===== config.mk =====
export PLATFORM = sky130hd
export DESIGN_NAME = exec_core
export DESIGN_NICKNAME = d
export VERILOG_FILES = /design/src/ex_pkg.sv /design/src/reg_file.sv /design/src/forward_unit.sv /design/src/alu.sv /design/src/ex_stage.sv /design/src/exec_core.sv
export SDC_FILE = /design/constraint.sdc
export NUM_CORES = 2
export LEC_CHECK = 0
export ABC_AREA = 1
export BUFFER_PORTS_ARGS = -buffer_cell sky130_fd_sc_hd__buf_2
export CAP_MARGIN = 20
export CORE_MARGIN = 3
export CORE_UTILIZATION = 34
export CTS_CLUSTER_DIAMETER = 80
export DETAILED_ROUTE_END_ITERATION = 7
export GPL_TIMING_DRIVEN = 1
export PLACE_DENSITY = 0.55
export SYNTH_ARGS = -nofsm -noshare
export SYNTH_HDL_FRONTEND = slang
export SYNTH_SLANG_ARGS = --single-unit

===== constraint.sdc =====
create_clock -name clk -period 17.6 [get_ports clk]
set_input_delay 0.88 -clock clk [delete_from_list [all_inputs] [get_ports clk]]
set_output_delay 0.88 -clock clk [all_outputs]
set_load 0.02 [all_outputs]

===== src/ex_pkg.sv =====
`default_nettype none

package ex_pkg;

    ///////////////////////////////////////////////////////////////////////
    // Widths
    ///////////////////////////////////////////////////////////////////////

    // Datapath word
    localparam int word_w = 32;
    // Register index, enough for x0..x31
    localparam int reg_addr_w = 5;

    typedef logic [word_w-1:0]     word_t;
    typedef logic [reg_addr_w-1:0] reg_addr_t;

    ///////////////////////////////////////////////////////////////////////
    // Operation encodings
    ///////////////////////////////////////////////////////////////////////

    // ALU operations, RISC-V semantics
    typedef enum logic [3:0] {
        ADD  = 4'd0,
        SUB  = 4'd1,
        AND  = 4'd2,
        OR   = 4'd3,
        XOR  = 4'd4,
        SLL  = 4'd5,
        SRL  = 4'd6,
        SRA  = 4'd7,
        SLT  = 4'd8,
        SLTU = 4'd9
    } alu_op_e;

    // What the instruction does after EX
    typedef enum logic [1:0] {
        ALU    = 2'd0,
        STORE  = 2'd1,
        BRANCH = 2'd2
    } kind_e;

    // Branch condition, tested against the ALU zero flag
    typedef enum logic [1:0] {
        BEQ = 2'd0,
        BNE = 2'd1,
        BLT = 2'd2,
        BGE = 2'd3
    } branch_e;

    // Store width
    typedef enum logic [1:0] {
        BYTE = 2'b00,
        HALF = 2'b01,
        WORD = 2'b10
    } size_e;

    // Operand source for the forwarding muxes
    typedef enum logic [1:0] {
        REGFILE  = 2'b00,
        FROM_WB  = 2'b01,
        FROM_MEM = 2'b10
    } fwd_sel_e;

    ///////////////////////////////////////////////////////////////////////
    // Stage records
    ///////////////////////////////////////////////////////////////////////

    // Decoded instruction at issue
    typedef struct packed {
        logic      valid;
        word_t     pc;
        reg_addr_t rs1;
        reg_addr_t rs2;
        reg_addr_t rd;
        word_t     imm;
        alu_op_e   alu_op;
        // 1 selects imm as operand 2
        logic      alu_src;
        kind_e     kind;
        branch_e   cond;
        size_e     size;
    } issue_t;

    // ID/EX contents
    typedef struct packed {
        issue_t ins;
        word_t  data1;
        word_t  data2;
    } idex_t;

    // EX/MEM contents
    typedef struct packed {
        logic      valid;
        kind_e     kind;
        reg_addr_t rd;
        logic      reg_write;
        word_t     result;
        word_t     save_data;
        size_e     size;
        logic      taken;
        word_t     target;
    } exmem_t;

    // MEM/WB contents and the register-file write port
    typedef struct packed {
        logic      valid;
        reg_addr_t rd;
        word_t     value;
    } wb_t;

    typedef struct packed {
        logic  valid;
        word_t addr;
        word_t data;
        size_e size;
    } store_t;

    typedef struct packed {
        logic  valid;
        logic  taken;
        word_t target;
    } branch_t;

endpackage

`default_nettype wire


===== src/reg_file.sv =====
`timescale 1ns/1ps
`default_nettype none

module reg_file #(
    parameter int NUM_REGS = 32
) (
    input  logic              clk,
    input  logic              rst,
    input  ex_pkg::reg_addr_t raddr1,
    input  ex_pkg::reg_addr_t raddr2,
    output ex_pkg::word_t     rdata1,
    output ex_pkg::word_t     rdata2,
    input  ex_pkg::wb_t       wb
);

    import ex_pkg::*;

    // Storage, x0 included but never written
    word_t regs [NUM_REGS];

    // Write is accepted only for an implemented nonzero register
    logic wr_en;

    assign wr_en = wb.valid && (wb.rd != '0) && (int'(wb.rd) < NUM_REGS);

    ///////////////////////////////////////////////////////////////////////
    // Read ports
    ///////////////////////////////////////////////////////////////////////

    function automatic word_t read_port(input reg_addr_t addr);
        word_t val;
        // x0 and unimplemented registers
        if ((addr == '0) || (int'(addr) >= NUM_REGS)) begin
            val = '0;
        // Same-cycle write goes straight through
        end else if (wr_en && (wb.rd == addr)) begin
            val = wb.value;
        end else begin
            val = regs[addr];
        end
        return val;
    endfunction

    assign rdata1 = read_port(raddr1);
    assign rdata2 = read_port(raddr2);

    ///////////////////////////////////////////////////////////////////////
    // Write port
    ///////////////////////////////////////////////////////////////////////

    always_ff @(posedge clk) begin
        if (rst) begin
            for (int i = 0; i < NUM_REGS; i++) begin
                regs[i] <= '0;
            end
        end else if (wr_en) begin
            regs[wb.rd] <= wb.value;
        end
    end

endmodule

`default_nettype wire


===== src/forward_unit.sv =====
`timescale 1ns/1ps
`default_nettype none

module forward_unit (
    input  ex_pkg::reg_addr_t rs1,
    input  ex_pkg::reg_addr_t rs2,
    input  ex_pkg::reg_addr_t mem_rd,
    input  logic              mem_write,
    input  ex_pkg::wb_t       wb_in,
    output ex_pkg::fwd_sel_e  sel1,
    output ex_pkg::fwd_sel_e  sel2
);

    import ex_pkg::*;

    // Producer one instruction ahead, sitting in EX/MEM
    logic mem_hit_ok;
    // Producer two instructions ahead, sitting in MEM/WB
    logic wb_hit_ok;

    // x0 is never a forwarding source
    assign mem_hit_ok = mem_write && (mem_rd != '0);
    assign wb_hit_ok  = wb_in.valid && (wb_in.rd != '0);

    // Newest producer wins
    function automatic fwd_sel_e pick(input reg_addr_t rs);
        fwd_sel_e sel;
        if (mem_hit_ok && (mem_rd == rs)) begin
            sel = FROM_MEM;
        end else if (wb_hit_ok && (wb_in.rd == rs)) begin
            sel = FROM_WB;
        end else begin
            // Older results already in the array or bypassed there
            sel = REGFILE;
        end
        return sel;
    endfunction

    assign sel1 = pick(rs1);
    assign sel2 = pick(rs2);

endmodule

`default_nettype wire


===== src/alu.sv =====
`timescale 1ns/1ps
`default_nettype none

module alu (
    input  ex_pkg::word_t   a,
    input  ex_pkg::word_t   b,
    input  ex_pkg::alu_op_e op,
    output ex_pkg::word_t   result,
    output logic            zero
);

    import ex_pkg::*;

    // Shift amount from the low five bits of b
    logic [4:0] shamt;

    assign shamt = b[4:0];

    ///////////////////////////////////////////////////////////////////////
    // Operation select
    ///////////////////////////////////////////////////////////////////////

    always_comb begin
        case (op)
            ADD: begin
                result = a + b;
            end
            SUB: begin
                result = a - b;
            end
            AND: begin
                result = a & b;
            end
            OR: begin
                result = a | b;
            end
            XOR: begin
                result = a ^ b;
            end
            SLL: begin
                result = a << shamt;
            end
            SRL: begin
                result = a >> shamt;
            end
            SRA: begin
                // Sign bit fills from the left
                result = word_t'($signed(a) >>> shamt);
            end
            SLT: begin
                // Signed compare, 1 or 0
                result = word_t'($signed(a) < $signed(b));
            end
            SLTU: begin
                result = word_t'(a < b);
            end
            default: begin
                // Unused encodings
                result = '0;
            end
        endcase
    end

    // Branches key off this
    assign zero = (result == '0);

endmodule

`default_nettype wire


===== src/ex_stage.sv =====
`timescale 1ns/1ps
`default_nettype none

module ex_stage (
    input  ex_pkg::idex_t    idex,
    input  ex_pkg::fwd_sel_e sel1,
    input  ex_pkg::fwd_sel_e sel2,
    input  ex_pkg::word_t    mem_forward,
    input  ex_pkg::word_t    wb_forward,
    output ex_pkg::exmem_t   exmem
);

    import ex_pkg::*;

    // Forwarded register values
    word_t rs1_val;
    word_t rs2_val;
    // ALU operands
    word_t op_a;
    word_t op_b;
    // ALU outputs
    word_t alu_result;
    logic  alu_zero;
    // Branch decision
    logic  cond_met;

    ///////////////////////////////////////////////////////////////////////
    // Operand selection
    ///////////////////////////////////////////////////////////////////////

    // Three-way forwarding mux
    function automatic word_t fwd_mux(input fwd_sel_e sel, input word_t reg_val);
        word_t val;
        case (sel)
            FROM_MEM: begin
                val = mem_forward;
            end
            FROM_WB: begin
                val = wb_forward;
            end
            default: begin
                val = reg_val;
            end
        endcase
        return val;
    endfunction

    assign rs1_val = fwd_mux(sel1, idex.data1);
    assign rs2_val = fwd_mux(sel2, idex.data2);

    assign op_a = rs1_val;
    // Immediate or register for operand 2
    assign op_b = idex.ins.alu_src ? idex.ins.imm : rs2_val;

    alu alu0 (
        .a      (op_a),
        .b      (op_b),
        .op     (idex.ins.alu_op),
        .result (alu_result),
        .zero   (alu_zero)
    );

    ///////////////////////////////////////////////////////////////////////
    // Branch resolution
    ///////////////////////////////////////////////////////////////////////

    // SUB feeds BEQ/BNE, SLT feeds BLT/BGE
    always_comb begin
        case (idex.ins.cond)
            BEQ: begin
                cond_met = alu_zero;
            end
            BNE: begin
                cond_met = !alu_zero;
            end
            BLT: begin
                cond_met = !alu_zero;
            end
            default: begin
                // BGE
                cond_met = alu_zero;
            end
        endcase
    end

    ///////////////////////////////////////////////////////////////////////
    // EX/MEM record
    ///////////////////////////////////////////////////////////////////////

    always_comb begin
        exmem.valid     = idex.ins.valid;
        exmem.kind      = idex.ins.kind;
        exmem.rd        = idex.ins.rd;
        // Only ALU results go back to a real register
        exmem.reg_write = idex.ins.valid && (idex.ins.kind == ALU) && (idex.ins.rd != '0);
        // Also the store address
        exmem.result    = alu_result;
        exmem.save_data = rs2_val;
        exmem.size      = idex.ins.size;
        exmem.taken     = (idex.ins.kind == BRANCH) && cond_met;
        // Target adder
        exmem.target    = idex.ins.pc + idex.ins.imm;
    end

endmodule

`default_nettype wire


===== src/exec_core.sv =====
`timescale 1ns/1ps
`default_nettype none

module exec_core #(
    parameter int NUM_REGS = 32
) (
    input  logic            clk,
    input  logic            rst,
    input  ex_pkg::issue_t  issue,
    output ex_pkg::wb_t     wb_out,
    output ex_pkg::store_t  store_out,
    output ex_pkg::branch_t branch_out
);

    import ex_pkg::*;

    // Register-file read data in the issue cycle
    word_t rdata1;
    word_t rdata2;

    // Pipeline register inputs and outputs
    idex_t  idex_d;
    idex_t  idex_q;
    exmem_t exmem_d;
    exmem_t exmem_q;
    wb_t    wb_d;
    wb_t    wb_q;

    // Forwarding selects for the EX operands
    fwd_sel_e sel1;
    fwd_sel_e sel2;

    ///////////////////////////////////////////////////////////////////////
    // Issue and register read
    ///////////////////////////////////////////////////////////////////////

    reg_file #(
        .NUM_REGS (NUM_REGS)
    ) reg_file0 (
        .clk    (clk),
        .rst    (rst),
        .raddr1 (issue.rs1),
        .raddr2 (issue.rs2),
        .rdata1 (rdata1),
        .rdata2 (rdata2),
        .wb     (wb_q)
    );

    always_comb begin
        idex_d.ins   = issue;
        idex_d.data1 = rdata1;
        idex_d.data2 = rdata2;
    end

    // ID/EX, only valid is cleared
    always_ff @(posedge clk) begin
        if (rst) begin
            idex_q.ins.valid <= 1'b0;
        end else begin
            idex_q <= idex_d;
        end
    end

    ///////////////////////////////////////////////////////////////////////
    // Execute
    ///////////////////////////////////////////////////////////////////////

    // Producers one and two ahead
    forward_unit forward_unit0 (
        .rs1       (idex_q.ins.rs1),
        .rs2       (idex_q.ins.rs2),
        .mem_rd    (exmem_q.rd),
        .mem_write (exmem_q.reg_write),
        .wb_in     (wb_q),
        .sel1      (sel1),
        .sel2      (sel2)
    );

    ex_stage ex_stage0 (
        .idex        (idex_q),
        .sel1        (sel1),
        .sel2        (sel2),
        .mem_forward (exmem_q.result),
        .wb_forward  (wb_q.value),
        .exmem       (exmem_d)
    );

    // EX/MEM, valid and write enable are control
    always_ff @(posedge clk) begin
        if (rst) begin
            exmem_q.valid     <= 1'b0;
            exmem_q.reg_write <= 1'b0;
        end else begin
            exmem_q <= exmem_d;
        end
    end

    ///////////////////////////////////////////////////////////////////////
    // MEM and writeback
    ///////////////////////////////////////////////////////////////////////

    // No data memory so the result moves straight on
    always_comb begin
        wb_d.valid = exmem_q.reg_write;
        wb_d.rd    = exmem_q.rd;
        wb_d.value = exmem_q.result;
    end

    always_ff @(posedge clk) begin
        if (rst) begin
            wb_q.valid <= 1'b0;
        end else begin
            wb_q <= wb_d;
        end
    end

    assign wb_out = wb_q;

    // Store request out of EX/MEM
    always_comb begin
        store_out.valid = exmem_q.valid && (exmem_q.kind == STORE);
        store_out.addr  = exmem_q.result;
        store_out.data  = exmem_q.save_data;
        store_out.size  = exmem_q.size;
    end

    // Branch resolution out of EX/MEM, caller redirects
    always_comb begin
        branch_out.valid  = exmem_q.valid && (exmem_q.kind == BRANCH);
        branch_out.taken  = exmem_q.taken;
        branch_out.target = exmem_q.target;
    end

endmodule

`default_nettype wire


==> flow_summary.ini <==
[layout]
syn_to_final_growth_pct = 10.3
nets = 9219
regArea_um2 = 39700
drive_gt1_frac = 0.0963
multi_input_area_um2 = 32200
instances_no_fill = 12137
num-fill-cells = 23008

[floorplanning]
die_h_um = 485
ioPinCount = 232
dieArea_um2 = 235000
core_area_um2 = 228000
start_util = 0.343
std_cell_rows = 175
fp.dieW_um = 485

[worst_hold_path]
min_path_type = in -> reg

[timing]
maxSlewHeadroom = 0.152
tightest_slew_ps = 1260
rsz0062_at_grt = no
skew_ps = 67.4
post-route-period-util = 0.425
fin_ws_ps = 10110
fmax_ghz = 0.134
fin_crit_ps = 7490
setup_viol = 0
final_hold_viol_count = 0
maxSlewViolCount = 0
setup-tns-final_ps = 0

[clock_tree]
ctsRootBufferMaster = clkbuf_16
cts_made_buffers = 158
cts_resized = 0
h-tree-depth = 4
insertion_delay_ps = 850
cts_tree = yes
path_clk_slew_ps = 60
post_cts_buffers = 0
cts.path.max_buffers = 3
hold_buffers = 0
cts_sinks = 1325

[drt]
wl_um = 355000
dr.pass1.iters = 7
antenna_left = 0
wire_per_inst_um = 29.3
drc_errors = 1
vias = 72170
drt_iter0_markers = 11010
vias_per_cell = 5.95

[run_status]
violations = DRC
outcome = finished with violations

[global_routing]
antenna_found_initial = 31
grt_max_degree = 162
grt_pass1_vias = 66698
grt-ovfl-total = 0
grt_pass1_wl_um = 496000
grtUsageTotal = 0.291

[setup_path]
path_class = reg -> reg
endpoint_kind = flop
crit_path_start_kind = flop
critical_path_required_ps = 18150
path_common_cell = nand2_1
worst_path_max_delay_cell = inv_2
path_max_fanout = 35
worstPathArrival_ps = 8040
slowest_delay_ps = 610

[synthesis]
synth_edf_count = 1321
yosysUniqueCellTypes = 76
ys_seq_area_frac = 0.510
synthArstFlopShare = 0
syn_area_per_cell_um2 = 8.43
syn_inst = 9252
ys.flop_type = edfxtp_1
ys_ff_latch = 1325
synth_area_um2 = 78000
yosys_warnings = 0

[place]
place_congestion = 0.973
preCtsSetupSlack_ps = 10270
placed_cells = 11841
hpwl_um = 221000
port_buffers = 231

[flow_run]
maxCapViolations = 0

[power_and_ir_drop]
power_leakage_nw = 33.8
power_density_nw_per_um2 = 101
ir_worst_vdd_v = 0.0000934
cells by family after synthesis:
group / Yosys count / share of synthesized area
fa+ha+maj: 131 / 0.0213
other cells: 1 / 0.0000481
buf+inv: 1558 / 0.0830
simple gates: 3744 / 0.206
compound gates: 2431 / 0.174
flops: 1325 / 0.510
xor+xnor: 62 / 0.00696
cell type report:
cell class	instances	area share
antenna	9	0.000262
clock buffer	199	0.0480
clock inverter	85	0.00982
inverter	701	0.0311
multi-input combinational	6400	0.374
sequential	1325	0.462
tap	3009	0.0438
timing repair buffer	409	0.0310
final timing paths:
check | from | slack [ps] | depth (start not counted) | endpoint
setup / recovery | exmem_q[103]$_DFFE_PN_ | 10110 | 32 | branch_out[32]$_DFFE_PN_
hold / removal | issue[44] | 220 | 1 | idex_q[108]$_DFFE_PN_
setup reg to reg | exmem_q[103]$_DFFE_PN_ | 10110 | 32 | branch_out[32]$_DFFE_PN_
hold reg to reg | idex_q[64]$_DFFE_PN_ | 420 | 0 | store_out[0]$_DFFE_PN_
power by group:
part | leakage (nW) | total, mW | switching [mW] | internal (mW)
clock network | 2.40 | 3.20 | 1.44 | 1.76
logic | 17.9 | 1.74 | 1.31 | 0.427
registers | 13.6 | 3.78 | 0.128 | 3.65
total | 33.8 | 8.72 | 2.88 | 5.84
sequential cells by signal, summed over array words and instances (netlist names):
signal / cells
idex_q: 155
wb_out: 38
branch_out: 33
exmem_q: 9
reg_file0.regs: 1024
store_out: 66
layout by cell type, fill, tap and decap left out, types with 68 or more instances in the layout:
master     count
edfxtp_1    1321
o211ai_1     296
buf_4        168
nand2_1     1141
clkbuf_16    159
nand2_2       68
o22ai_1      149
buf_2        224
inv_1        662
nand4_1       75
ha_1         128
nor2_1      1514
nand3_1      718
a21oi_1      642
o21ai_0     1172
layer usage:
| metal | up-vias | track usage | share of wire |
|---|---|---|---|
| li1 | 31372 | - | - |
| met1 | 34975 | 0.381 | 0.39 |
| met2 | 4841 | 0.441 | 0.43 |
| met3 | 968 | 0.0652 | 0.11 |
| met4 | 14 | 0.170 | 0.066 |
| met5 | - | 0 | 0.00028 |
cells in the mapped netlist (38+ instances only):
library cell,n,area (µm²)
buf_4,106,796
o22ai_1,149,932
nand2_1,1203,4520
clkbuf_1,633,2380
buf_2,44,220
nand3_1,720,3600
o211ai_1,296,2220
edfxtp_1,1321,39700
inv_1,669,2510
a21oi_1,642,3210
ha_1,128,1600
nand4_1,75,469
o21ai_0,1172,5870
nor2_1,1520,5710
buf_1,55,206
nand3_2,38,380
xor2_1,44,385
or2_2,57,357
critical path, delay by kind of cell, from the launching register on:
family                     cells  cell delay, ps
AOI/OAI and AO/OA              5             930
and+or+nand+nor               20            3250
adders and majority gates      1             570
buffers and inverters          5            1750
DFF                            1             460
xor gates and xnor gates       1             170
per-stage QoR:
step                      instance area, µm²  hold WS [ps]  power [mW]  utilization
after floorplan                        78100           397        4.86            -
after global placement                 81000           401        5.53        0.356
after detailed placement               81000           406        5.53        0.356
after CTS                              86000           171        8.70        0.378
after global routing                   86000           184        8.99        0.378
final                                  86000           223        8.72        0.378
Note: power is estimated with default switching activity, not from simulation.
